File: src/domain_pkg.sv
// Domain transfer fabric
// Shared widths and bus types
`default_nettype none

package domain_pkg;

	////////////////////////////////////////
	// Sizes
	localparam int addr_w     = 16;  // Word address
	localparam int data_w     = 32;
	localparam int block_len  = 8;   // Words per block
	localparam int cnt_w      = 3;   // Word counter
	localparam int num_domain = 4;   // Tracker entries
	localparam int entry_w    = 2;
	localparam int num_engine = 2;   // Per kind
	localparam int num_master = 4;   // Stores 0,1 then loads 2,3
	localparam int master_w   = 2;
	localparam int mem_aw     = 8;   // Memory index bits

	////////////////////////////////////////
	// Bus and handshake types
	typedef struct packed {
		logic              cyc;
		logic              stb;
		logic              we;
		logic [addr_w-1:0] adr;
		logic [data_w-1:0] dat;
	} wb_req_t;

	typedef struct packed {
		logic              ack;
		logic [data_w-1:0] dat;
	} wb_rsp_t;

	typedef struct packed {
		logic              pending;  // Block wanted
		logic              store;    // Store or load
		logic [addr_w-1:0] base;
	} dom_req_t;

	typedef struct packed {
		logic [addr_w-1:0] base;
		logic [data_w-1:0] seed;
	} store_cmd_t;

	typedef struct packed {
		logic [addr_w-1:0] base;
		logic [data_w-1:0] sum;
	} load_result_t;

endpackage

`default_nettype wire

File: src/load_engine.sv
// Block load engine
`timescale 1ns/1ps
`default_nettype none

module load_engine (
	input  logic                        clock,
	input  logic                        reset,
	input  logic                        cmd_valid,
	input  logic [domain_pkg::addr_w-1:0] cmd_base,
	output logic                        cmd_ready,
	output domain_pkg::dom_req_t        request,
	input  logic                        grant,
	output domain_pkg::wb_req_t         wb_req,
	input  domain_pkg::wb_rsp_t         wb_rsp,
	output logic                        done,
	output logic                        res_valid,
	output domain_pkg::load_result_t    result
);
	import domain_pkg::*;

	typedef enum logic [1:0] {
		s_idle,
		s_wait,
		s_xfer
	} state_t;

	state_t             state;
	logic [cnt_w-1:0]   cnt;
	logic               stb_q;
	logic [addr_w-1:0]  base_q;
	logic [data_w-1:0]  sum_q;   // Running wrap sum

	always_ff @(posedge clock) begin
		if (reset) begin
			state     <= s_idle;
			cnt       <= '0;
			stb_q     <= 1'b0;
			res_valid <= 1'b0;
		end else begin
			res_valid <= done;  // Pulse after last ack
			case (state)
				s_idle: if (cmd_valid) begin
					cnt   <= '0;
					state <= s_wait;
				end
				s_wait: if (grant) begin
					stb_q <= 1'b1;
					state <= s_xfer;
				end
				s_xfer: if (stb_q && wb_rsp.ack) begin
					stb_q <= 1'b0;
					if (cnt == cnt_w'(block_len - 1)) begin
						state <= s_idle;
					end else begin
						cnt <= cnt + 1'b1;
					end
				end else if (!stb_q) begin
					stb_q <= 1'b1;
				end
				default: state <= s_idle;
			endcase
		end
	end

	always_ff @(posedge clock) begin
		if (state == s_idle && cmd_valid) begin
			base_q <= cmd_base;
			sum_q  <= '0;
		end else if (state == s_xfer && stb_q && wb_rsp.ack) begin
			sum_q <= sum_q + wb_rsp.dat;
		end
	end

	assign cmd_ready       = (state == s_idle);
	assign request.pending = (state != s_idle);
	assign request.store   = 1'b0;
	assign request.base    = base_q;

	assign wb_req.cyc = (state == s_xfer);
	assign wb_req.stb = stb_q;
	assign wb_req.we  = 1'b0;
	assign wb_req.adr = base_q + addr_w'(cnt);
	assign wb_req.dat = '0;

	assign done = (state == s_xfer) & stb_q & wb_rsp.ack
		& (cnt == cnt_w'(block_len - 1));

	assign result.base = base_q;
	assign result.sum  = sum_q;

endmodule

`default_nettype wire

File: config.mk
export PLATFORM = sky130hd
export DESIGN_NAME = load_engine
export DESIGN_NICKNAME = d
export VERILOG_FILES = /design/src/domain_pkg.sv /design/src/load_engine.sv
export SDC_FILE = /design/constraint.sdc
export NUM_CORES = 1
export LEC_CHECK = 0
export BUFFER_PORTS_ARGS = -buffer_cell sky130_fd_sc_hd__buf_2
export CAP_MARGIN = 20
export CORE_ASPECT_RATIO = 1.2
export CORE_MARGIN = 5
export CORE_UTILIZATION = 34
export DETAILED_ROUTE_END_ITERATION = 8
export GPL_TIMING_DRIVEN = 0
export MAX_ROUTING_LAYER = met4
export PLACE_DENSITY = 0.67
export SYNTH_ARGS = -nofsm -noshare
export SYNTH_HDL_FRONTEND = slang
export SYNTH_SLANG_ARGS = --single-unit
File: constraint.sdc
create_clock -name clock -period 6.1 [get_ports clock]
set_input_delay 0.305 -clock clock [delete_from_list [all_inputs] [get_ports clock]]
set_output_delay 0.305 -clock clock [all_outputs]
set_load 0.01 [all_outputs]
[Yosys cells after proc, flatten, opt, wreduce, memory -nomap -nowiden]
Cells that the tools add are included.
Storage, ports and cells
  flip-flop bits (word level): 55
  input bits: 53
  logic and storage cells: 43
Operators by class
  $add $sub $neg: 3
  equal/unequal tests: 8
  mux-type cells: 12
  bitwise gates (word level): 3
  reductions and logical operators: 11
Operators with widths (number)
  32-bit adder: 1
  16-bit by 3-bit adder with 16-bit output: 1
  3-bit 2-to-1 mux: 3
  2-bit 2-to-1 mux: 4
  4-bit AND reduction: 2
  2-bit inequality test, second input constant: 3
  2-bit one-hot mux with 3 select lines: 1
  3-bit one-hot mux with 2 select lines: 1
  2-bit nonzero test: 3
  1-bit logical AND: 4
  2-bit by 1-bit inequality test with 1-bit output, second input constant: 2
  3-bit by 1-bit adder with 3-bit output, second input constant: 1
  1-bit bitwise AND: 3
  3-bit == test, second input constant: 1
  2-bit by 1-bit == test with 1-bit output, second input constant: 1
  2-bit == test, second input constant: 1
  2-bit zero test: 1
  1-bit 2-to-1 mux: 2
  1-bit one-hot mux with 2 select lines: 1
  2-bit AND reduction: 1

[Logic depth before layout (Yosys ltp)]
  depth after elaboration: 4
  mapped depth: 10
  depth with buffers taken out: 10

[Worst setup path before layout]
Ideal clock, no wire load.
  path kind: register -> register
  start: register sum_q[4]
  end: register sum_q[21]
  arrival time: 2.362 ns
  data required time: 6.026 ns
  slack: 3.663 ns
  stages on the path, launching flop included: 10
  period minus slack after synthesis: 2.437 ns
  cell sequence: dfxtp_1 -> ha_1 -> nand2_2 -> or3b_4 -> a21oi_4 -> nor3b_2 -> o21a_4 -> o21a_1 -> or4_1 -> a31oi_1
Between the ends
  word-level cells in the longest chain between the ends: 1
RTL lines
  from (decl): line load_engine.sv:31  | logic [data_w-1:0] sum_q;
  from (signal assigned): line load_engine.sv:70  | sum_q <= sum_q + wb_rsp.dat;
  32-bit adder: line load_engine.sv:70
No other way between the ends.
A chain may end at the register's enable or synchronous reset.

[Worst setup path after layout]
  start: register sum_q[0]
  end: register sum_q[30]
Same word-level chain as after synthesis.

==> impl_metrics.tcl <==
set metrics [dict create \
    die_h_um 134.0 \
    gp_congestion 0.8361 \
    yosys.area.top_type "dfxtp_1" \
    critPathMostFrequentCell "o21ai_1" \
    grt_pass1_vias 3884 \
    start_kind "register" \
    synthFlopType "dfxtp_1" \
    synth.area.top_cells "dfxtp_1 18%, edfxtp_1 11%, ha_1 10%, buf_4 9.6%, a21oi_1 6.7%" \
    synth_edf_count 16 \
    crit_chain "ha_1 > fa_1 > a21oi_1 > o21ai_1 > a32oi_1 > o21ai_1 > o21ai_1 > nor4b_1 > a2bb2oi_1 > o31ai_1" \
    cp-end-kind "register" \
    num_vias 4179 \
    first_pass_iters 5 \
    htree_num_levels 2 \
    synth_area_um2 4358 \
    worstSetupPathType "register to register" \
    cap_viol_max_count 0 \
    area_delta_synth_final_pct 27.76 \
    fin_crit_ps 2844 \
    cts_hold_buf 0 \
    post_drt_via_cell_ratio 4.792 \
    port_buffers 138 \
    synth.avg_cell_area_um2 8.269 \
    grt_util_all_layers_pct 15.27 \
    synth_compound_area_share_pct 22.11 \
    slowest_delay_ps 480 \
    fmax_mhz 351.6 \
    worst_pin_slew_ps 560.0 \
    cp_max_fo 4 \
    final-instance-count-excl-fill 872 \
    synth_mux_area_share_pct 0.4594 \
    seqPwrFrac_pct 42.9 \
    synth_common_cells "66 x nand2_1, 58 x a21oi_1, 56 x buf_4" \
    ys_seq_elements 55 \
    grt_pass1_wl_mm 18.43 \
    drive_gt1_share_pct 30.27 \
    status "finished clean" \
    critPathRequiredTime_ps 6270 \
    rsz0062_at_grt "false" \
    switching_power_uw 263.3 \
    antenna_found_initial 1 \
    synth_fa_ha_area_share_pct 11.25 \
    core-area_um2 12610 \
    initial_core_util_pct 34.55 \
    fp.dieW_um 113.4 \
    fin_skew_ps 4.111 \
    finalHoldViolCount 0 \
    crit_family "compound AO/OA/AOI/OAI gates" \
    hpwl_mm 9.781 \
    tns_ps 0 \
    dp_slack_ps 3197 \
    dp_cells 863 \
    switching_share_pct 28.11 \
    dpl-instance-area_um2 5393 \
    synth_top_area_share_pct 17.92 \
    drtIter0Drc 155 \
    grt_start_max_net_pins 19 \
    yosys_warnings 0 \
    fin_ws_ps 3256 \
    clockRootBuffer "clkbuf_16" \
    die_area_um2 15190 \
    pwr-share-clk_pct 36.3 \
    cts_tree "built" \
    cts_setup_buffers 0 \
    num_rows 45 \
    report.final.slew_viol_count 0 \
    synthArstFlopShare_pct 0 \
    cts.sinks 55 \
    finish.utilization_pct 44.15 \
    crit_path_top_delay_cell "nor4b_1" \
    synthCells 527 \
    ys_types 61 \
    hold_ws_ps 174.7 \
    cp_data_arrival_time_ps 3020 \
    synth_xor_area_share_pct 7.235 \
    drc 0 \
    fin_nets 797 \
    fin_area_um2 5568 \
    p_total_uw 936.7 \
    yosysMostFrequentCell "nand2_1" \
    p_int_uw 673.4 \
    setup_violations 0 \
    drtAntennaViolNets 0 \
    clkTransAtPathRegs_ps 70 \
    power_leakage_nw 2.764 \
    numCtsBuffers 5 \
    path_buf_inv 0 \
    hold_path.class "primary input to register" \
    ctsLongestPathBuffers 2 \
    ctsResizeCount 0 \
    drt_wl_total_mm 11.90 \
    yosys.area_share.simple_pct 17.11 \
    wl_per_cell_um 13.65 \
    io_pins 173 \
    grt-ovfl-total 0 \
    synth_top_family_by_area "compound AO/OA/AOI/OAI gates" \
    max_slew_margin_pct 62.67 \
    power.density_nw_per_um2 168.2 \
    worstSkewPairLatency_ps 300 \
    p_comb_share_pct 20.8 \
    peakVddDrop_mv 0.1171 \
    fin_crit_sh_pct 46.63 \
    synth.yosys.seq_area_share_pct 28.94 \
]
registers in the layout, summed over array words and instances, names as in the netlist:
register   count
stb_q          1
sum_q         32
state          2
base_q        16
cnt            3
res_valid      1
area by class of cell:
type	count	area, µm²
Multi-Input combinational cell	413	2663
Clock inverter	3	47.55
Sequential cell	55	1261
Fill cell	1284	7044
Tap cell	164	205.2
Timing Repair Buffer	139	705.7
Clock buffer	5	125.1
Inverter	15	56.30
Buffer	77	501.7
Antenna cell	1	2.502
metal layers:
metal | share of wire, % | track usage, % | vias to the layer above | wire length, µm
li1 | - | - | 2160 | -
met1 | 43 | 18.21 | 1872 | 5177
met2 | 48 | 25.79 | 135 | 5666
met3 | 6.9 | 3.384 | 12 | 821
met4 | 2.0 | 4.476 | 0 | 237
met5 | 0 | - | - | 0
power groups by stage:
stage	Sequential, mW	Combinational (mW)	Clock, mW
6_report	0.402	0.194	0.340
5_1_grt	0.404	0.215	0.368
4_1_cts	0.402	0.195	0.350
3_5_place_dp	0.410	0.195	0
3_3_place_gp	0.411	0.191	0
2_1_floorplan	0.414	0.123	0
cells in the final DEF, fill, tap and decap left out, types with 3 or more instances in the layout:
cell	netlist	routed
nand4_1	15	15
o21bai_1	3	3
nor3b_1	3	3
clkbuf_1	19	19
nand2b_1	6	6
o21ai_1	10	10
o21ai_0	14	14
xor2_1	8	8
a31oi_1	5	5
buf_2	2	140
nor3_1	4	4
o211ai_1	4	4
inv_1	15	15
nand2_1	66	66
xnor2_1	28	28
a211oi_1	3	3
or3_1	3	3
conb_1	1	34
edfxtp_1	16	16
nand3_1	17	17
a21oi_1	58	58
dfxtp_1	39	39
and3_1	4	4
ha_1	36	36
o21a_1	5	5
nor2_1	24	24
a21o_1	18	18
buf_4	56	56
nor2b_1	3	3
clkbuf_16	0	5
worst reg2reg max path: stages, from the launching register on:
cell and delay [ps]:
dfxtp_1 350, ha_1 200, fa_1 240, a21oi_1 100, o21ai_1 270, a32oi_1 190, o21ai_1 330, o21ai_1 250
nor4b_1 480, a2bb2oi_1 220, o31ai_1 90
final timing paths:
kind / startpoint / to / slack, ps / cells past startpoint
max: sum_q[0] / sum_q[30] / 3260 / 10
min: cmd_base[1] / base_q[1] / 170 / 1
max reg2reg: sum_q[0] / sum_q[30] / 3260 / 10
min reg2reg: sum_q[23] / sum_q[23] / 460 / 2
cell families (layout without fill, tap and decap cells):
family | after synthesis | in the layout
compound gates | 148 | 148
xor+xnor | 36 | 36
fa+ha+maj | 38 | 38
buf+inv | 92 | 239
flops | 55 | 55
mux | 2 | 2
other cells | 1 | 35
simple gates | 155 | 155
Power figures use the tool's default switching activity.
