`config.mk`:
```
export PLATFORM = sky130hd
export DESIGN_NAME = store_engine
export DESIGN_NICKNAME = d
export VERILOG_FILES = /design/src/domain_pkg.sv /design/src/store_engine.sv
export SDC_FILE = /design/constraint.sdc
export NUM_CORES = 1
export LEC_CHECK = 0
export ABC_CLOCK_PERIOD_IN_PS = 2900
export BUFFER_PORTS_ARGS = -buffer_cell sky130_fd_sc_hd__buf_2
export CORE_UTILIZATION = 40
export CTS_CLUSTER_DIAMETER = 150
export DETAILED_ROUTE_END_ITERATION = 12
export PLACE_DENSITY = 0.69
export SYNTH_ARGS = -nofsm -noshare
export SYNTH_HDL_FRONTEND = slang
export SYNTH_SLANG_ARGS = --single-unit
```
`constraint.sdc`:
```
create_clock -name clock -period 2.9 [get_ports clock]
set_clock_uncertainty 0.15 [all_clocks]
set_input_delay 0 -clock clock [delete_from_list [all_inputs] [get_ports clock]]
set_output_delay 0 -clock clock [all_outputs]
set_load 0.005 [all_outputs]
```
`src/domain_pkg.sv`:
```
// Domain transfer fabric
// Shared widths and bus types
`default_nettype none

package domain_pkg;

	////////////////////////////////////////
	// Sizes
	localparam int addr_w     = 16;  // Word address
	localparam int data_w     = 32;
	localparam int block_len  = 8;   // Words per block
	localparam int cnt_w      = 3;   // Word counter
	localparam int num_domain = 4;   // Tracker entries
	localparam int entry_w    = 2;
	localparam int num_engine = 2;   // Per kind
	localparam int num_master = 4;   // Stores 0,1 then loads 2,3
	localparam int master_w   = 2;
	localparam int mem_aw     = 8;   // Memory index bits

	////////////////////////////////////////
	// Bus and handshake types
	typedef struct packed {
		logic              cyc;
		logic              stb;
		logic              we;
		logic [addr_w-1:0] adr;
		logic [data_w-1:0] dat;
	} wb_req_t;

	typedef struct packed {
		logic              ack;
		logic [data_w-1:0] dat;
	} wb_rsp_t;

	typedef struct packed {
		logic              pending;  // Block wanted
		logic              store;    // Store or load
		logic [addr_w-1:0] base;
	} dom_req_t;

	typedef struct packed {
		logic [addr_w-1:0] base;
		logic [data_w-1:0] seed;
	} store_cmd_t;

	typedef struct packed {
		logic [addr_w-1:0] base;
		logic [data_w-1:0] sum;
	} load_result_t;

endpackage

`default_nettype wire

```
`src/store_engine.sv`:
```
// Block store engine
`timescale 1ns/1ps
`default_nettype none

module store_engine (
	input  logic                    clock,
	input  logic                    reset,
	input  logic                    cmd_valid,
	input  domain_pkg::store_cmd_t  cmd,
	output logic                    cmd_ready,
	output domain_pkg::dom_req_t    request,
	input  logic                    grant,
	output domain_pkg::wb_req_t     wb_req,
	input  domain_pkg::wb_rsp_t     wb_rsp,
	output logic                    done
);
	import domain_pkg::*;

	typedef enum logic [1:0] {
		s_idle,
		s_wait,   // Waiting for grant
		s_xfer
	} state_t;

	state_t             state;
	logic [cnt_w-1:0]   cnt;      // Word index
	logic               stb_q;
	logic [addr_w-1:0]  base_q;
	logic [data_w-1:0]  seed_q;

	always_ff @(posedge clock) begin
		if (reset) begin
			state <= s_idle;
			cnt   <= '0;
			stb_q <= 1'b0;
		end else begin
			case (state)
				s_idle: if (cmd_valid) begin
					cnt   <= '0;
					state <= s_wait;
				end
				s_wait: if (grant) begin
					stb_q <= 1'b1;  // Grant cycle is the first gap
					state <= s_xfer;
				end
				s_xfer: if (stb_q && wb_rsp.ack) begin
					stb_q <= 1'b0;
					if (cnt == cnt_w'(block_len - 1)) begin
						state <= s_idle;
					end else begin
						cnt <= cnt + 1'b1;
					end
				end else if (!stb_q) begin
					stb_q <= 1'b1;  // Next word after gap
				end
				default: state <= s_idle;
			endcase
		end
	end

	always_ff @(posedge clock) begin
		if (state == s_idle && cmd_valid) begin
			base_q <= cmd.base;
			seed_q <= cmd.seed;
		end
	end

	assign cmd_ready       = (state == s_idle);
	assign request.pending = (state != s_idle);
	assign request.store   = 1'b1;
	assign request.base    = base_q;

	assign wb_req.cyc = (state == s_xfer);
	assign wb_req.stb = stb_q;
	assign wb_req.we  = 1'b1;
	assign wb_req.adr = base_q + addr_w'(cnt);
	assign wb_req.dat = seed_q + data_w'(cnt);  // Seed plus index

	assign done = (state == s_xfer) & stb_q & wb_rsp.ack
		& (cnt == cnt_w'(block_len - 1));

endmodule

`default_nettype wire

```
After elaboration in Yosys (flattened, before gate mapping)
Cells that the tools add are included.
W data, S select, Z words.
{"block": "op_classes", "add_sub_neg": 3, "n_eq_ne": 8, "n_mux": 12, "bitwise": 3, "reduce_logical": 9}
{"op": "$add A32 B3 Y32", "n": 1}
{"op": "$add A16 B3 Y16", "n": 1}
{"op": "$mux W3", "n": 3}
{"op": "$mux W2", "n": 4}
{"op": "$reduce_and A4 Y1", "n": 2}
{"op": "$ne A2 B2 Y1 const B", "n": 3}
{"op": "$pmux W2 S3", "n": 1}
{"op": "$pmux W3 S2", "n": 1}
{"op": "$reduce_bool A2 Y1", "n": 3}
{"op": "$ne A2 B1 Y1 const B", "n": 2}
{"op": "$add A3 B1 Y3 const B", "n": 1}
{"op": "$and A1 B1 Y1", "n": 3}
{"op": "$eq A3 B3 Y1 const B", "n": 1}
{"op": "$eq A2 B1 Y1 const B", "n": 1}
{"op": "$eq A2 B2 Y1 const B", "n": 1}
{"op": "$logic_and A1 B1 Y1", "n": 2}
{"op": "$logic_not A2 Y1", "n": 1}
{"op": "$mux W1", "n": 2}
{"op": "$pmux W1 S2", "n": 1}
{"op": "$reduce_and A2 Y1", "n": 1}
{"block": "totals", "register_bits": 54, "inputBits": 85, "output_inout_bits": 71, "elab_cells": 40}

Longest topological paths before layout
Gate-level depths: netlist (run 1).
{"block": "depth", "ltp_word": 4, "mapped_depth": 7, "depth_no_buf": 7}

Least setup slack after synthesis (run 1)
Ideal clock, no wire load.
{"block": "synth_timing", "kind": "register -> register", "from": "reg state[1]", "to": "reg base_q[0] (enable)", "setup_time_ps": 410, "arrival_ps": 1799, "required_ps": 2340, "path_slack_ps": 541, "path_stages_with_launch": 4, "n_path_buf": 1, "synth_period_minus_slack_ps": 2359, "path_cell_list": "dfxtp_1 buf_2 nor2_1 and2_1"}
{"block": "synth_between", "elab_chain_len": 2}
{"element": "from (decl)", "line_no": "store_engine.sv:25", "source": "state_t state;"}
{"element": "from (signal assigned)", "line_no": "store_engine.sv:33", "source": "state <= s_idle;"}
{"element": "from (signal assigned)", "line_no": "store_engine.sv:40", "source": "state <= s_wait;"}
{"element": "from (signal assigned)", "line_no": "store_engine.sv:44", "source": "state <= s_xfer;"}
{"element": "$logic_not A2 Y1"}
{"element": "net cmd_ready", "line_no": "store_engine.sv:10", "source": "output logic cmd_ready,"}
{"element": "$logic_and A1 B1 Y1", "line_no": "store_engine.sv:62", "source": "if (state == s_idle && cmd_valid) begin"}
{"element": "to (signal assigned)", "line_no": "store_engine.sv:63", "source": "base_q <= cmd.base;"}
{"element": "to (decl)", "line_no": "store_engine.sv:28", "source": "logic [addr_w-1:0] base_q;"}
The timed path passes the listed nets, and every way through them passes these cells.
A chain may end at the register's enable or synchronous reset.

==> results.json, run 1 <==
{
  "yosysWarnings": 0,
  "die_y_um": 85.65,
  "area_delta_synth_final_pct": 47.88,
  "critPathCaptureType": "output pin",
  "setup_tns_ns": 0,
  "synth_area_um2": 2799,
  "synth.largest_area_cell": "edfxtp_1",
  "finalSetupViolations": 0,
  "dr.first_iter.drc_count": 55,
  "cts-root-buf": "clkbuf_8",
  "drt_first_pass_iters": 4,
  "fin_crit_ns": 2.651,
  "hold_viol": 0,
  "worstHoldPathType": "in -> reg",
  "gp_congestion": 0.8091,
  "via_count": 2355,
  "cts_buffers": 5,
  "port_buffers": 121,
  "layout-drive-gt1-share_pct": 35.57,
  "synthFlopType": "edfxtp_1",
  "dieArea_um2": 7336,
  "arrival_ns": 2.50,
  "worstPathCellList": "ha_1, inv_1, fa_1, nand2b_1, a21oi_2, nand4_1, xnor2_1, buf_2",
  "nFillCells": 550,
  "syn_area_per_cell_um2": 12.50,
  "ant_nets": 0,
  "fin_nets": 496,
  "finalMaxSlewViolations": 0,
  "track_usage_pct": 18.28,
  "detail_route.vias_per_cell": 4.729,
  "worstMarginPinSlew_ns": 0.7057,
  "cap_violations": 0,
  "synth.distinct_cells": 38,
  "fmax_mhz": 377.2,
  "synthArstFlopShare_pct": 0,
  "grt_max_degree": 49,
  "critical_path_required_ns": 2.75,
  "cts_buffer_depth": 2,
  "synth_commonest_cells": "edfxtp_1, xnor2_1, nand2_1",
  "drt-total-wl_mm": 6.547,
  "synth_edf_count": 48,
  "rows": 30,
  "core_um2": 6794,
  "critPathSlowestCell": "dfxtp_1",
  "path_max_fanout": 7,
  "ys_seq_elements": 54,
  "antenna_found_initial": 0,
  "outcome": "finished, final reports clean",
  "crit_type": "reg -> out",
  "cts_tree": "yes",
  "p_per_area_nw_per_um2": 416.8,
  "utilization_pct": 60.92,
  "max_stage_delay_ns": 0.43,
  "path_buf_inv": 2,
  "yosysTopAreaCellShare_pct": 51.50,
  "clk_pin_slew_ns": 0.09,
  "crit_family": "adder cells",
  "synthCells": 224,
  "cp-start-kind": "flip-flop",
  "grt_pass1_vias": 2313,
  "ioPinCount": 156,
  "insertion_delay_ns": 0.30,
  "antenna_cells": 0,
  "dp.final_hpwl_mm": 4.463,
  "htreeDepth": 2,
  "period_share_pct": 91.41,
  "wl_per_cell_um": 13.15,
  "seq_area_frac_synth_pct": 55.79,
  "p_leak_nw": 1.755,
  "slew_headroom_pct": 52.95,
  "initial_core_util_pct": 41.20,
  "overflow": 0,
  "grt_pass1_wl_mm": 10.42,
  "rsz0062_at_grt": "false",
  "synth_most_common_cell": "edfxtp_1",
  "drc": 0,
  "peakVddDrop_mv": 0.2567,
  "cts_sinks": 54,
  "dieWidth_um": 85.65,
  "netlist_top_cells_area": "edfxtp_1, xnor2_1, dfxtp_1"
}
-- power by group --
group	switching, W	internal, W
clock network	0.000237	0.000258
logic	0.000110	0.000153
registers	0.0000537	0.000914
-- logic make-up (layout without fill, tap and decap cells) --
logic type	after synthesis	after routing	share of synthesized area, %
adders and majority gates	10	10	5.007
buffers and inverters	13	190	2.593
other	1	2	0.1340
AOI/OAI and AO/OA	15	15	3.755
and+or+nand+nor	86	86	18.60
DFF	54	54	55.79
xor gates and xnor gates	44	44	13.77
muxes	1	1	0.3576
-- final cells by class --
type                            count  area (um^2)  share of cell area [%]
Tap cell                           96        120.1                   2.902
Sequential cell                    54         1562                   37.73
Clock buffer                        6        72.57                   1.753
Inverter                            7        26.28                  0.6348
Multi-Input combinational cell    158         1177                   28.45
Timing Repair Buffer              175         1144                   27.63
Clock inverter                      2        37.54                  0.9069
-- final timing paths --
check	startpoint	end	slack, ns	cells after the start
setup / recovery	cnt[0]	wb_req[10]	0.25	8
hold / removal	cmd[44]	base_q[12]	0.25	2
setup reg to reg	cnt[1]	state[1]	0.92	6
hold reg to reg	state[0]	stb_q	0.42	2
-- sequential cells by signal, summed over array words and instances (netlist names) --
register / flops
seed_q: 32
state: 2
cnt: 3
stb_q: 1
base_q: 16
-- per-stage QoR --
stage	area [um^2]	cells	total power (W)	setup WS (ns)	hold WS, ns
floorplan	2803	225	0.001072	0.5410	-0.07762
global placement	3491	437	0.001184	0.6333	0.02639
detailed placement	3491	437	0.001191	0.5425	0.02808
CTS	4131	498	0.001740	0.1772	0.2410
global route	4139	498	0.001809	0.04554	0.2342
finish	4139	498	0.001725	0.2492	0.2487
-- cell usage in the layout, fill, tap and decap left out, types with 7 or more instances in the layout --
| master | instances |
|---|---|
| buf_2 | 121 |
| nor2_1 | 14 |
| nand2_1 | 17 |
| ha_1 | 8 |
| edfxtp_1 | 48 |
| inv_1 | 7 |
| nand3_1 | 11 |
| dlygate4sd3_1 | 53 |
| nand4_1 | 13 |
| xor2_1 | 12 |
| xnor2_1 | 32 |
-- layer usage --
| metal | wire [um] | up-vias | GRT usage, % |
|---|---|---|---|
| met5 | 0 | - | 0 |
| met4 | 34 | 0 | 5.455 |
| met3 | 409 | 4 | 4.909 |
| met2 | 3376 | 94 | 32.87 |
| met1 | 2727 | 1086 | 21.34 |
| li1 | - | 1171 | - |
-- what timing repair did --
item | CTS | global route
resized for setup | 0 | 1
hold buffers | 53 | 0
setup endpoints to repair | 0 | 1
endpoints found under the hold margin | 54 | 0
setup buffers | 0 | 0
(Power assumes the default switching activity.)
==> run 2: changes to the inputs <==
- ABC_AREA: unset -> 1
- PLACE_DENSITY: 0.69 -> 0.67
==> results.json, run 2 <==
{
  "path_buf_inv": 3,
  "detail_route.vias_per_cell": 4.617,
  "layout-drive-gt1-share_pct": 26.46,
  "grt_pass1_wl_mm": 13.78,
  "r2r_end": "cnt[1]",
  "crit_family": "adder cells",
  "syn_area_per_cell_um2": 8.338,
  "port_buffers": 121,
  "track_usage_pct": 20.46,
  "hold_path_depth": 6,
  "core_um2": 7767,
  "cts-root-buf": "clkbuf_8",
  "top_regs": "seed_q x32, base_q x16, cnt x3",
  "worstMarginPinSlew_ns": 0.6066,
  "via_count": 3089,
  "setup_tns_ns": 0,
  "largest_register": "seed_q",
  "synthFlopType": "edfxtp_1",
  "drt-total-wl_mm": 8.379,
  "gp_congestion": 0.8805,
  "finalMaxSlewViolations": 0,
  "hold_slack_ns": 0.08397,
  "p_per_area_nw_per_um2": 523.4,
  "yosysTopAreaCellShare_pct": 44.67,
  "synth_area_um2": 3227,
  "critPathCaptureType": "output pin",
  "r2r_slack_ns": 1.14,
  "synthCells": 387,
  "htreeDepth": 2,
  "dp.final_hpwl_mm": 6.121,
  "hp-start": "cmd_valid",
  "ant_nets": 0,
  "critical_path_required_ns": 2.75,
  "area_delta_synth_final_pct": 41.41,
  "critPathSlowestCell": "fa_1",
  "max_stage_delay_ns": 0.41,
  "synth.distinct_cells": 24,
  "antenna_cells": 0,
  "drt_first_pass_iters": 4,
  "peakVddDrop_mv": 0.3207,
  "cp-start-kind": "flip-flop",
  "fin_nets": 661,
  "worstPathCellList": "ha_1, inv_1, fa_1, inv_1, nand3_1, nand2_1, nand2_1, nor2_2, xor2_1, buf_2",
  "outcome": "finished, final reports clean",
  "synth.largest_area_cell": "edfxtp_1",
  "dr.first_iter.drc_count": 77,
  "crit_type": "reg -> out",
  "insertion_delay_ns": 0.31,
  "largest_register_ffs": 32,
  "arrival_ns": 2.34,
  "cts_buffers": 5,
  "cts_buffer_depth": 2,
  "initial_core_util_pct": 41.54,
  "yosysWarnings": 0,
  "p_leak_nw": 2.098,
  "synth_commonest_cells": "nand2_1, nor2_1, edfxtp_1",
  "r2r.worst_path.cells": 5,
  "cts_tree": "yes",
  "post_cts_resized": 0,
  "synthArstFlopShare_pct": 0,
  "fin_crit_ns": 2.494,
  "layout_common_cells": "nand2_1, buf_2, dlygate4sd3_1",
  "dieArea_um2": 8430,
  "wl_per_cell_um": 12.52,
  "finalSetupViolations": 0,
  "hold_path_end": "cnt[2]",
  "antenna_found_initial": 0,
  "rows": 32,
  "cts_sinks": 54,
  "period_share_pct": 86.01,
  "netlist_top_cells_area": "edfxtp_1, nand2_1, nor2_1",
  "drc": 0,
  "path_max_fanout": 4,
  "hold_viol": 0,
  "seq_area_frac_synth_pct": 48.39,
  "synth_most_common_cell": "nand2_1",
  "rsz0062_at_grt": "false",
  "worstHoldPathType": "in -> reg",
  "mostFrequentLayoutCell": "nand2_1",
  "grt_max_degree": 49,
  "utilization_pct": 58.75,
  "r2r_start": "cnt[1]",
  "fmax_mhz": 400.9,
  "die_y_um": 91.82,
  "clk_pin_slew_ns": 0.10,
  "cap_violations": 0,
  "synth_edf_count": 48,
  "grt_pass1_vias": 3117,
  "dieWidth_um": 91.82,
  "ys_seq_elements": 54,
  "slew_headroom_pct": 59.56,
  "overflow": 0,
  "ioPinCount": 156
}
-- run 2: worst max path at each step --
stage	start	slack, ns	end	depth (start not counted)
2_1_floorplan	state[0]	0.48	base_q[0]	3
3_3_place_gp	cnt[0]	0.82	wb_req[14]	10
3_5_place_dp	cnt[0]	0.77	wb_req[14]	10
4_1_cts	cnt[0]	0.42	wb_req[14]	10
5_1_grt	cnt[1]	0.13	wb_req[30]	11
6_report	cnt[0]	0.41	wb_req[14]	10
-- run 2: layout make-up --
class | instances | area (um^2)
fillers | 704 | 3204
multi-input cells | 289 | 1496
flip-flops and latches | 54 | 1562
clock buffers | 6 | 72.57
inverters | 42 | 157.7
well taps | 102 | 127.6
repair buffers | 174 | 1134
clock inverters | 2 | 13.76
-- run 2: cells by family (layout without fill, tap and decap cells) --
family          count (synthesis)  in the layout  synth area share [%]
simple gates                  240            240                 33.19
flops                          54             54                 48.39
buf+inv                        45            224                 5.583
xor+xnor                       22             22                 5.971
compound gates                 15             15                 2.404
fa+ha+maj                      10             10                 4.343
other cells                     1              2                0.1162
-- run 2: worst reg2reg max path: cells and delay by family, from the launching register on --
kind	cells	cell delay (ns)
and+or+nand+nor	2	0.55
DFF	1	0.41
adders and majority gates	2	0.44
AOI/OAI and AO/OA	1	0.15
-- run 2: power breakdown --
group | internal, W | switching, W
logic | 0.000345 | 0.000425
registers | 0.00104 | 0.000146
clock network | 0.000173 | 0.000258
total | 0.00156 | 0.000829
-- run 2: through the flow --
stage                     cells  power (W)  setup slack, ns  cell area (um^2)
after floorplan             388   0.001581           0.4840              3233
after global placement      609   0.001890           0.8218              3956
after detailed placement    609   0.001909           0.7717              3956
after CTS                   669   0.002409           0.4206              4563
after global routing        669   0.002542           0.1276              4563
final                       669   0.002388           0.4056              4563
-- run 2: repair_timing --
action	CTS	global route
setup buffers	0	0
endpoints found under the hold margin	54	0
hold buffers	52	0
endpoints found under the setup margin	0	0
-- run 2: layer usage --
layer	share of wire, %	global-route usage [%]
met5	0	0
met4	1.2	5.729
met3	6.7	5.058
met2	49	37.84
met1	43	23.27
