<file path="src/domain_pkg.sv">
// Domain transfer fabric
// Shared widths and bus types
`default_nettype none

package domain_pkg;

	////////////////////////////////////////
	// Sizes
	localparam int addr_w     = 16;  // Word address
	localparam int data_w     = 32;
	localparam int block_len  = 8;   // Words per block
	localparam int cnt_w      = 3;   // Word counter
	localparam int num_domain = 4;   // Tracker entries
	localparam int entry_w    = 2;
	localparam int num_engine = 2;   // Per kind
	localparam int num_master = 4;   // Stores 0,1 then loads 2,3
	localparam int master_w   = 2;
	localparam int mem_aw     = 8;   // Memory index bits

	////////////////////////////////////////
	// Bus and handshake types
	typedef struct packed {
		logic              cyc;
		logic              stb;
		logic              we;
		logic [addr_w-1:0] adr;
		logic [data_w-1:0] dat;
	} wb_req_t;

	typedef struct packed {
		logic              ack;
		logic [data_w-1:0] dat;
	} wb_rsp_t;

	typedef struct packed {
		logic              pending;  // Block wanted
		logic              store;    // Store or load
		logic [addr_w-1:0] base;
	} dom_req_t;

	typedef struct packed {
		logic [addr_w-1:0] base;
		logic [data_w-1:0] seed;
	} store_cmd_t;

	typedef struct packed {
		logic [addr_w-1:0] base;
		logic [data_w-1:0] sum;
	} load_result_t;

endpackage

`default_nettype wire

</file>
<file path="src/domain_tracker.sv">
// Domain tracker
`timescale 1ns/1ps
`default_nettype none

module domain_tracker (
	input  logic                                clock,
	input  logic                                reset,
	input  domain_pkg::dom_req_t                requests [domain_pkg::num_master],
	input  logic                                grant_valid,
	input  logic [domain_pkg::master_w-1:0]     grant_no,
	input  logic [domain_pkg::num_master-1:0]   done,
	output logic [domain_pkg::num_master-1:0]   eligible
);
	import domain_pkg::*;

	logic                   grant_valid_q;
	logic                   start;          // New grant this cycle
	logic [num_domain-1:0]  valid;
	logic [num_domain-1:0]  stored;
	logic [num_domain-1:0]  busy;           // Block on the bus
	logic [addr_w-1:0]      base_tab [num_domain];
	logic [num_domain-1:0]  free;
	logic [entry_w-1:0]     free_no;
	logic [entry_w-1:0]     hit_no;
	logic [entry_w-1:0]     act_no;         // Entry of the running block
	logic                   act_store;
	logic                   any_hit;
	logic                   ready_hit;

	assign start = grant_valid & ~grant_valid_q;
	assign free  = ~valid;

	// Lowest free entry
	always_comb begin
		free_no = '0;
		for (int e = num_domain - 1; e >= 0; e--) begin
			if (free[e]) begin
				free_no = entry_w'(e);
			end
		end
	end

	// Stored entry the granted load reads
	always_comb begin
		hit_no = '0;
		for (int e = 0; e < num_domain; e++) begin
			if (valid[e] && stored[e] && base_tab[e] == requests[grant_no].base) begin
				hit_no = entry_w'(e);
			end
		end
	end

	////////////////////////////////////////
	// Eligibility per master
	always_comb begin
		any_hit   = 1'b0;
		ready_hit = 1'b0;
		for (int m = 0; m < num_master; m++) begin
			any_hit   = 1'b0;
			ready_hit = 1'b0;
			for (int e = 0; e < num_domain; e++) begin
				if (valid[e] && base_tab[e] == requests[m].base) begin
					any_hit = 1'b1;
					if (stored[e] && !busy[e]) begin
						ready_hit = 1'b1;
					end
				end
			end
			if (requests[m].store) begin
				eligible[m] = !any_hit && (|free);  // Base absent, room left
			end else begin
				eligible[m] = ready_hit;            // Fully stored, idle
			end
		end
	end

	////////////////////////////////////////
	// Table update
	always_ff @(posedge clock) begin
		if (reset) begin
			grant_valid_q <= 1'b0;
			valid         <= '0;
			stored        <= '0;
			busy          <= '0;
			act_no        <= '0;
			act_store     <= 1'b0;
		end else begin
			grant_valid_q <= grant_valid;
			if (start) begin
				act_store <= requests[grant_no].store;
				if (requests[grant_no].store) begin
					valid[free_no]  <= 1'b1;
					stored[free_no] <= 1'b0;
					busy[free_no]   <= 1'b1;
					act_no          <= free_no;
				end else begin
					busy[hit_no] <= 1'b1;
					act_no       <= hit_no;
				end
			end
			if (|done) begin
				if (act_store) begin
					stored[act_no] <= 1'b1;
					busy[act_no]   <= 1'b0;
				end else begin
					valid[act_no] <= 1'b0;  // Block consumed
				end
			end
		end
	end

	always_ff @(posedge clock) begin
		if (start && requests[grant_no].store) begin
			base_tab[free_no] <= requests[grant_no].base;
		end
	end

	// A granted store must find room in the table
	assert property (@(posedge clock) disable iff (reset)
		start && requests[grant_no].store |-> |free);

endmodule

`default_nettype wire

</file>
<file path="config.mk">
export PLATFORM = sky130hd
export DESIGN_NAME = domain_tracker
export DESIGN_NICKNAME = d
export VERILOG_FILES = /design/src/domain_pkg.sv /design/src/domain_tracker.sv
export SDC_FILE = /design/constraint.sdc
export NUM_CORES = 1
export LEC_CHECK = 0
export BUFFER_PORTS_ARGS = -buffer_cell sky130_fd_sc_hd__clkbuf_2
export CAP_MARGIN = 25
export CORE_MARGIN = 5
export CORE_UTILIZATION = 35
export CTS_CLUSTER_DIAMETER = 150
export DETAILED_ROUTE_END_ITERATION = 8
export PLACE_DENSITY = 0.57
export SETUP_SLACK_MARGIN = 0.02
export SYNTH_ARGS = -nofsm -noshare
export SYNTH_HDL_FRONTEND = slang
export SYNTH_SLANG_ARGS = --single-unit
export TNS_END_PERCENT = 1
</file>
<file path="constraint.sdc">
create_clock -name clock -period 4.8 [get_ports clock]
set_input_delay 0.48 -clock clock [delete_from_list [all_inputs] [get_ports clock]]
set_output_delay 0.48 -clock clock [all_outputs]
set_load 0.01 [all_outputs]
</file>
Yosys cells after proc, flatten, opt, wreduce, memory -nomap -nowiden
Memory sizes are Yosys's and may differ from the RTL's.
Cells that the tools add are included.

storage, ports and cells
  flip-flop bits (word level) = 16
  bits in writable memories = 64
  input port bits = 81
  output and inout bits = 4
  memories = 1

memory list
  name      depth  bits a word  read ports  clocked after Yosys merged registers in  wr ports  RTL line              source
  base_tab  4      16           4           0                                        1         domain_tracker.sv:21  logic [addr_w-1:0] base_tab [num_domain];

cells by class
  $lt $le $gt $ge = 7
  eq/ne operators = 19
  multiplexer cells = 83
  bitwise gates (word level) = 13
  reduce and logical (&&, ||, !) cells = 44

operator list
  cell                                                                          count
  16-bit == test                                                                19
  4-bit two-way mux                                                             15
  1-bit two-way mux                                                             55
  18-bit binary-select mux with 2-bit select                                    1
  1-bit logical AND                                                             34
  17-bit two-way mux                                                            2
  4-bit OR                                                                      4
  2-bit two-way mux                                                             7
  4-bit AND                                                                     3
  4-bit NOT                                                                     3
  2-bit by 3-bit less-than comparator with 1-bit output, second input constant  3
  1-bit logical NOT                                                             8
  4-bit OR reduction                                                            2
  1-bit demux with 2-bit select                                                 3
  2-bit by 1-bit >= comparator with 1-bit output, second input constant         3
  3-bit >= comparator, second input constant                                    1
  2-bit NOT with 3-bit output                                                   1
  1-bit AND                                                                     1
  1-bit NOT                                                                     1

Longest topological paths before layout
Gate-level depths: netlist of run 1.

  depth after elaboration = 20
  gate-level depth with buffers = 9
  depth with buffers taken out = 7

Worst setup path after synthesis of run 1
Ideal clock, no wire load.

  path kind = input-to-reg
  from = in grant_no[0] (netlist name)
  to = reg busy[3]
  library setup time = 0.091 ns
  arrival = 3.102 ns
  slack = 1.607 ns
  cell stages on the path = 8
  buffers on the path = 3
  path through = buf_6 buf_12 buf_2 mux4_2 nand2_1 nor3_1 inv_1 a311oi_1

between the ends
  word-level cells in the longest chain between the ends = 20
  elaborated cells between the ends (all ways) = 25

RTL lines
  what                                                 RTL line                                    source
  start, declared                                      domain_tracker.sv:10                        input logic [domain_pkg::master_w-1:0] grant_no,
  2-bit NOT with 3-bit output (implied by the code) *  domain_tracker.sv:47, domain_tracker.sv:91
  18-bit binary-select mux with 2-bit select *         domain_tracker.sv:47, domain_tracker.sv:91
  17-bit two-way mux (implied by the code) *           domain_tracker.sv:47                        if (valid[e] && stored[e] && base_tab[e] == requests[grant_no].base) begin
  17-bit two-way mux (implied by the code) *           domain_tracker.sv:91                        if (requests[grant_no].store) begin
  16-bit == test                                       domain_tracker.sv:47
  1-bit logical AND                                    domain_tracker.sv:47
  1-bit two-way mux                                    domain_tracker.sv:47
  2-bit two-way mux (2 in series)                      domain_tracker.sv:47
  [3 not listed]                                       -
  1-bit demux with 2-bit select                        domain_tracker.sv:97                        busy[hit_no] <= 1'b1;
  4-bit OR (no source line)                            -
  4-bit two-way mux *                                  domain_tracker.sv:91
  4-bit two-way mux *                                  domain_tracker.sv:89                        if (start) begin
  4-bit two-way mux *                                  domain_tracker.sv:80                        if (reset) begin
  4-bit AND (no source line)                           -
  4-bit two-way mux                                    domain_tracker.sv:102                       if (act_store) begin
  4-bit two-way mux *                                  domain_tracker.sv:101                       if (|done) begin
  end signal, assigned                                 domain_tracker.sv:84                        busy <= '0;
  end signal, assigned by index                        domain_tracker.sv:97
  end signal, assigned by index                        domain_tracker.sv:104                       busy[act_no] <= 1'b0;
  end, declared                                        domain_tracker.sv:20                        logic [num_domain-1:0] busy;

Mark *: on every way between the ends. The rest lies on a longest branch, timed or not. The select of a mux whose other input is x is not followed.
A chain may end at the register's enable or synchronous reset.

==> impl_metrics.toml, run 1 <==
[flow_run]
drv_cap = 0

[yosys]
synth_cell_types = 43
synth_most_common_cell = "xnor2_1"
netlist_area_um2 = 7330
ys_warn_count = 0
synth-simple-area-share = 0.137
synth_top_family_by_area = "XOR/XNOR gates"
synth_top_area_cell = "xnor2_1"
syn_area_per_cell_um2 = 9.38
ys_seq_elements = 80
async_flop_share = 0
synth-compound-area-share = 0.0488
syn-num-nets = 862
synth-seq-area-share = 0.306
synth_xor_area_frac = 0.355
synth_common_cells = "284 x xnor2_1, 111 x clkbuf_1, 64 x edfxtp_1"
yosysTopAreaCellShare = 0.340
synthAdderAreaFrac = 0
syn_inst = 781
synth_edf_count = 64
synthTopCellsByArea = "xnor2_1 34%, edfxtp_1 26%, clkbuf_1 5.7%"
synthMuxAreaShare = 0.0734
synth_ff_type = "edfxtp_1"

[clock_network]
insertion_delay_ps = 360
cts_tree = "done"
post_cts_buffers = 0
clk_pin_slew_ps = 70
cts-root-buf = "clkbuf_16"
ctsResizeCount = 0
hold_buffers = 0
cts_buffer_depth = 2
cts_max_level = 3
cts_inserted_buffers = 9
clock_sinks = 80

[worst_hold_path]
min_to = "grant_valid_q"
hold_path_class = "primary input to flop"
hold_depth = 2
hp-start = "grant_valid"

[floorplan]
die_y_um = 155
die_area_um2 = 23900
num_rows = 53
core_area_um2 = 20800
start_util = 0.352
ios = 85
die_x_um = 155

[grt]
grt-ovfl-total = 0
grt_pass1_vias = 5682
antenna_found_initial = 0
grt_max_degree = 19
grt_pass1_wl_um = 41400
track_usage = 0.241

[critical_path]
worstPathArrival_ps = 2910
worst-path-buf-inv = 1
crit_family = "simple AND/OR/NAND/NOR gates"
end_kind = "output port"
r2r_end = "busy[2]"
cp.required_ps = 4320
worstSetupPathType = "flop to output port"
cp_slowest_cell = "nor4_1"
crit_path_frequent_cell = "nand4_1"
crit_cells = 8
r2r-start = "valid[0]"
rrSetupSlack_ps = 2310
max_stage_delay_ps = 670
rr_worst_depth = 5
critical_path.max_fanout = 7
cp-start-kind = "flop"
crit_chain = "xnor2_1 -> nand4_1 -> nor4_1 -> nand3_1 -> nand4_1 -> o21ai_0 -> o31a_1 -> clkbuf_2"

[cells_and_area]
area_growth_pct = 7.72
final_core_util = 0.379
instances_no_fill = 1019
drive_gt1_frac = 0.165
design_area_um2 = 7890
diodes = 0
finish.net_count = 820
fill_cells = 2126

[routing]
via_per_inst = 5.63
drt_first_pass_iters = 5
wirelength_um = 28900
drtAntennaViolNets = 0
drc_errors = 0
drtIter0Drc = 592
vias = 5734
routedWlPerCell_um = 28.4

[timing]
tightest_slew_ps = 940
tns_ps = 0
hold_slack_ps = 360
skew_ps = 9.97
hold_viol = 0
period_share = 0.706
slew_headroom = 0.372
setup_slack_ps = 1410
drv_slew = 0
min_period_ps = 3390
finalSetupViolations = 0
max_freq_mhz = 295
grt_setup_unrepaired = "no"

[placement]
place.gp.congestion = 1.00
place_area_um2 = 7580
io_buffer_count = 80
dp_hpwl_um = 23100
dp.cells = 1003
post-place-ws_ps = 1180

[power]
leakagePower_nw = 2.34
ir_drop_uv = 170
p_total_mw = 2.00
power.density_nw_per_um2 = 253

[status]
outcome = "finished, final reports clean"
layout by cell type (no fill, tap or decap), drive strengths merged, types with 13 or more instances in the layout:
master / count
dfxtp: 16
nand3: 38
edfxtp: 64
xnor2: 284
clkbuf: 92
mux4: 17
xor2: 13
nand4: 60
nor2: 15
nor4: 20
mux2i: 14
metal layers:
metal,wire [um],GRT usage,vias up
met5,0,0,-
met4,978,0.0908,0
met3,2160,0.0459,51
met2,13200,0.372,295
met1,12500,0.337,2816
li1,-,-,2572
worst max-delay path by stage:
stage | end | from | slack [ps]
2_1_floorplan | busy[3] | grant_no[0] | 1610
4_1_cts | eligible[3] | base_tab[2][15] | 1470
3_3_place_gp | busy[0] | grant_no[0] | 1220
5_1_grt | busy[0] | grant_no[0] | 1240
6_report | eligible[3] | base_tab[2][15] | 1410
3_5_place_dp | busy[0] | grant_no[0] | 1180
layout make-up:
| type | instances | area, um2 | share of cell area |
|---|---|---|---|
| Multi-Input combinational cell | 555 | 4520 | 0.573 |
| Sequential cell | 80 | 2240 | 0.284 |
| Clock buffer | 12 | 280 | 0.0355 |
| Inverter | 7 | 26.3 | 0.00333 |
| Tap cell | 275 | 344 | 0.0436 |
| Timing Repair Buffer | 86 | 445 | 0.0564 |
| Clock inverter | 4 | 30.0 | 0.00381 |
report_power, final:
group	total, mW	switching (mW)	leakage, nW	internal, mW
Sequential	0.798	0.0239	0.710	0.774
Combinational	0.462	0.276	1.47	0.185
Clock	0.737	0.318	0.157	0.420
state kept, by name, summed over array words and instances (netlist names):
name / count
act_store: 1
base_tab: 64
grant_valid_q: 1
valid: 4
busy: 4
act_no: 2
stored: 4
cells by family (layout without fill, tap and decap cells):
group,count (synthesis),after routing
XOR/XNOR,297,297
AO/OA/AOI/OAI,50,50
flip-flops,80,80
AND/OR/NAND/NOR,177,177
multiplexers,31,31
buffers and inverters,146,109
worst register-to-register path, stage by stage (launching register included):
cell      delay (ps)
dfxtp_1          650
nand3_1          280
or3_1            440
inv_1            710
nor2_1            80
a211oi_1         240
(Power assumes the default switching activity.)
==> run 2, diff against run 1 <==
PLACE_DENSITY = 0.59   (was 0.57)
clock period = 2.9 ns   (was 4.8 ns; I/O delays follow)
==> run 2 against run 1 <==
- first-iteration DRC count increased by 12%
- hold slack got worse by 190 ps
- utilization increased by 2.2 points
- setup slack got worse by 1300 ps
- non-clock buffer count increased by 49
- via count increased by 4.7%
- flip-flop and latch count unchanged
- global-route usage increased by 0.30 points
- sequential power increased by 65%
- critical path type unchanged
- largest power group unchanged
==> impl_metrics.toml, run 2 (synthesis gave the netlist of run 1 again) <==
[status]
outcome = "finished, final reports clean"

[power]
leakagePower_nw = 2.65
ir_drop_uv = 264
power.density_nw_per_um2 = 401

[placement]
dp_hpwl_um = 24000
dp.cells = 1043
io_buffer_count = 80
post-place-ws_ps = 7.35
place.gp.congestion = 1.05

[routing]
drc_errors = 0
routedWlPerCell_um = 27.6
vias = 6006
drt_first_pass_iters = 5
via_per_inst = 5.62
drtIter0Drc = 661
wirelength_um = 29400
drtAntennaViolNets = 0

[floorplan]
die_y_um = 155
ios = 85
num_rows = 53
core_area_um2 = 20800
die_area_um2 = 23900
start_util = 0.352
die_x_um = 155

[grt]
grt_pass1_vias = 5895
grt_max_degree = 18
grt-ovfl-total = 0
grt_pass1_wl_um = 42000
track_usage = 0.244
antenna_found_initial = 0

[cells_and_area]
area_growth_pct = 14.1
diodes = 0
final_common_cell = "xnor2_1"
top_register = "base_tab"
largest_register_ffs = 64
instances_no_fill = 1068
drive_gt1_frac = 0.227
finish.net_count = 869
fill_cells = 2125
final_cell_mix = "279 x xnor2_1, 80 x clkbuf_2, 64 x edfxtp_1, 60 x nand4_1, 53 x buf_4"

[clock_network]
clk_pin_slew_ps = 70
cts_inserted_buffers = 9
hold_buffers = 0
cts_buffer_depth = 2
insertion_delay_ps = 360
cts_max_level = 3
clock_sinks = 80
cts_tree = "done"
cts-root-buf = "clkbuf_16"

[timing]
tightest_slew_ps = 570
drv_slew = 0
setup_slack_ps = 68.1
max_freq_mhz = 353
slew_headroom = 0.619
min_period_ps = 2830
finalSetupViolations = 0
grt_setup_unrepaired = "yes"
hold_viol = 0
skew_ps = 10.2
period_share = 0.977
tns_ps = 0

[critical_path]
max_stage_delay_ps = 450
worstSetupPathType = "flop to output port"
end_kind = "output port"
cp_slowest_cell = "edfxtp_1"
cp.required_ps = 2610
critical_path.max_fanout = 4
crit_path_frequent_cell = "nand4_1"
cp-start-kind = "flop"
worstPathArrival_ps = 2540
crit_chain = "buf_4 -> xnor2_1 -> nand4_1 -> nor4_1 -> nand3_1 -> nand4_1 -> o21ai_0 -> o31a_1 -> clkbuf_2"

[flow_run]
drv_cap = 0

[worst_hold_path]
hold_path_class = "primary input to flop"
-- run 2: routing by layer --
layer	up-vias	GRT usage	share of wire
met5	-	0	0
met4	0	0.0988	0.037
met2	305	0.381	0.45
met3	56	0.0509	0.078
met1	2979	0.332	0.43
li1	2666	-	-
-- run 2: report_power, final --
| part | internal, mW | switching [mW] |
|---|---|---|
| sequential | 1.28 | 0.0406 |
| clock | 0.712 | 0.501 |
| combinational | 0.347 | 0.471 |
| total | 2.34 | 1.01 |
-- run 2: timing repair --
action | CTS | global route
buffers inserted | 0 | 9
setup endpoints to repair | 1 | 4
gates resized for setup | 3 | 6
pin swaps | 0 | 1
-- run 2: layout make-up --
cell class / instances / area [um2] / area share
multi-input cells: 555 / 4590 / 0.549
repair buffers: 135 / 838 / 0.100
flip-flops and latches: 80 / 2240 / 0.268
inverters: 7 / 26.3 / 0.00314
clock buffers: 12 / 289 / 0.0346
well taps: 275 / 344 / 0.0412
clock inverters: 4 / 30.0 / 0.00359
-- run 2: through the flow --
| step | hold WS (ps) | utilization | area [um2] | power, mW |
|---|---|---|---|---|
| after floorplan | 354 | - | 7330 | 1.85 |
| after global placement | 454 | 0.380 | 7910 | 2.14 |
| after detailed placement | 460 | 0.380 | 7910 | 2.14 |
| after CTS | 166 | 0.396 | 8250 | 3.35 |
| after global routing | 194 | 0.401 | 8360 | 3.46 |
| final | 168 | 0.401 | 8360 | 3.35 |
-- run 2: worst paths after layout --
check / start / to / slack [ps] / depth (start not counted)
setup / recovery: base_tab[3][12] / eligible[0] / 70 / 9
hold reg to reg: act_store / act_store / 460 / 2
setup reg to reg: base_tab[2][13] / busy[0] / 590 / 7
hold / removal: grant_valid / grant_valid_q / 170 / 2
-- run 2: critical path: cells and delay by family, from the launching register on --
family                 cells  cell delay, ps
AO/OA/AOI/OAI              2             200
buffers and inverters      2             310
XOR/XNOR                   1             350
AND/OR/NAND/NOR            4             890
flip-flops                 1             450
==> run 3, diff against run 2 <==
BUFFER_PORTS_ARGS = -buffer_cell sky130_fd_sc_hd__buf_2   (was -buffer_cell sky130_fd_sc_hd__clkbuf_2)
CORE_UTILIZATION = 54   (was 35)
MAX_ROUTING_LAYER = met4   (was not set)
PLACE_DENSITY = 0.83   (was 0.59)
==> run 3 against run 2 <==
- setup slack got worse by 33 ps
- sequential power barely moved
- flip-flop and latch count is the same
- non-clock buffer count fell by 15
- total power shrank 2.1%
- wire length decreased by 3.2%
- via count is 3.1% higher
- die area down 33%
- critical path type unchanged
- global-route usage grew 12 points
- utilization rose by 21 points
- cell count fell by 11%
==> impl_metrics.toml, run 3 (synthesis gave the netlist of run 1 again) <==
[cells_and_area]
final_core_util = 0.608
drive_gt1_frac = 0.215
area_growth_pct = 10.4
top_register = "base_tab"
diodes = 0
largest_register_ffs = 64
instances_no_fill = 954
final_common_cell = "xnor2_1"
final_cell_mix = "279 x xnor2_1, 80 x buf_2, 64 x edfxtp_1, 60 x nand4_1"
finish.net_count = 854

[floorplan]
start_util = 0.551
num_rows = 42
die_area_um2 = 16000
core_area_um2 = 13300
die_x_um = 126
die_y_um = 126
ios = 85

[timing]
finalSetupViolations = 0
drv_slew = 0
grt_setup_unrepaired = "yes"
hold_viol = 0
min_period_ps = 2860
skew_ps = 5.47
tightest_slew_ps = 598
slew_headroom = 0.590
max_freq_mhz = 349
period_share = 0.988
setup_slack_ps = 35.5

[power]
leakagePower_nw = 2.52
power.density_nw_per_um2 = 406
ir_drop_uv = 355
seqPwrFrac = 0.403
p_sw_mw = 1.02
sw_frac_of_total = 0.311
p_comb_frac = 0.248
p_total_mw = 3.28
pwr-share-clk = 0.349
power.internal_mw = 2.26

[grt]
grt_pass1_vias = 5889
grt_max_degree = 21
antenna_found_initial = 0
grt_pass1_wl_um = 40800
grt-ovfl-total = 0
track_usage = 0.363

[critical_path]
r2r_end = "busy[0]"
cp-start-kind = "flop"
cp.required_ps = 2610
cp-startpoint = "base_tab[0][1]"
end_kind = "output port"
crit_end = "eligible[0]"
critical_path.max_fanout = 4
r2r-start = "base_tab[2][12]"
rr_worst_depth = 6
worstPathArrival_ps = 2570
rrSetupSlack_ps = 700
worstSetupPathType = "flop to output port"

[routing]
vias = 6192
drtAntennaViolNets = 0
drc_errors = 0
drt_first_pass_iters = 6
routedWlPerCell_um = 29.9
wirelength_um = 28500
via_per_inst = 6.49
drtIter0Drc = 968

[worst_hold_path]
hold_path_class = "primary input to flop"

[flow_run]
drv_cap = 0

[clock_network]
clk_pin_slew_ps = 70
hold_buffers = 0
cts_buffer_depth = 2
insertion_delay_ps = 350
cts_tree = "done"
cts-root-buf = "clkbuf_16"
cts_inserted_buffers = 9
clock_sinks = 80
cts_max_level = 3

[placement]
dp.cells = 934
post-place-ws_ps = -155
io_buffer_count = 80
place.gp.congestion = 1.05
dp_hpwl_um = 22900

[status]
outcome = "finished, final reports clean"
[run 3: changes by cell type in the layout (fill, tap and decap cells not counted), sizes merged]
| cell | delta |
|---|---|
| buf | +65 |
| inv | +1 |
| clkbuf | -81 |
[run 3: metal layers]
layer | global-route usage | up-vias | routed length (um)
met5 | - | - | 0
met4 | 0.122 | 0 | 941
met3 | 0.0374 | 47 | 2740
met2 | 0.548 | 433 | 13000
met1 | 0.513 | 3075 | 11800
li1 | - | 2637 | -
[run 3: layout make-up]
| cell class | instances | area [um2] |
|---|---|---|
| fillers | 1188 | 5210 |
| well taps | 176 | 220 |
| inverters | 7 | 26.3 |
| repair buffers | 120 | 726 |
| multi-input cells | 555 | 4580 |
| flip-flops and latches | 80 | 2240 |
| clock buffers | 11 | 253 |
| clock inverters | 5 | 37.5 |
[run 3: timing repair]
| action | 4_1_cts | 5_1_grt |
|---|---|---|
| resized for setup | 2 | 8 |
| setup buffers | 0 | 4 |
| pin swaps | 0 | 2 |
| setup endpoints to repair | 2 | 4 |
[run 3: critical path: stages (launching register included)]
cell	delay [ps]
edfxtp_1	500
xnor2_1	330
nand4_1	240
nor4_1	440
nand3_1	190
o22ai_1	230
o31a_1	150
buf_2	130
[run 3: how the worst min path moves through the flow]
stage,cells past startpoint,endpoint,slack (ps),start
after detailed placement,2,act_store,470,act_store
final,2,grant_valid_q,190,grant_valid
after global routing,2,grant_valid_q,200,grant_valid
after global placement,2,act_store,450,act_store
after CTS,2,grant_valid_q,180,grant_valid
after floorplan,1,act_no[1],350,reset
[run 3: power by group through the flow]
stage / Sequential (mW) / Combinational (mW) / Clock (mW)
5_1_grt: 1.32 / 0.849 / 1.18
2_1_floorplan: 1.31 / 0.542 / 0
3_3_place_gp: 1.34 / 0.784 / 0
4_1_cts: 1.32 / 0.791 / 1.14
6_report: 1.32 / 0.815 / 1.15
3_5_place_dp: 1.35 / 0.785 / 0
[run 3: metrics by stage]
step / instance area, um2 / hold slack (ps) / TNS [ps]
after CTS: 8000 / 180 / 0
after global placement: 7700 / 452 / -203
after detailed placement: 7700 / 472 / -283
after floorplan: 7330 / 354 / 0
after global routing: 8090 / 199 / -4.41
final: 8090 / 193 / 0
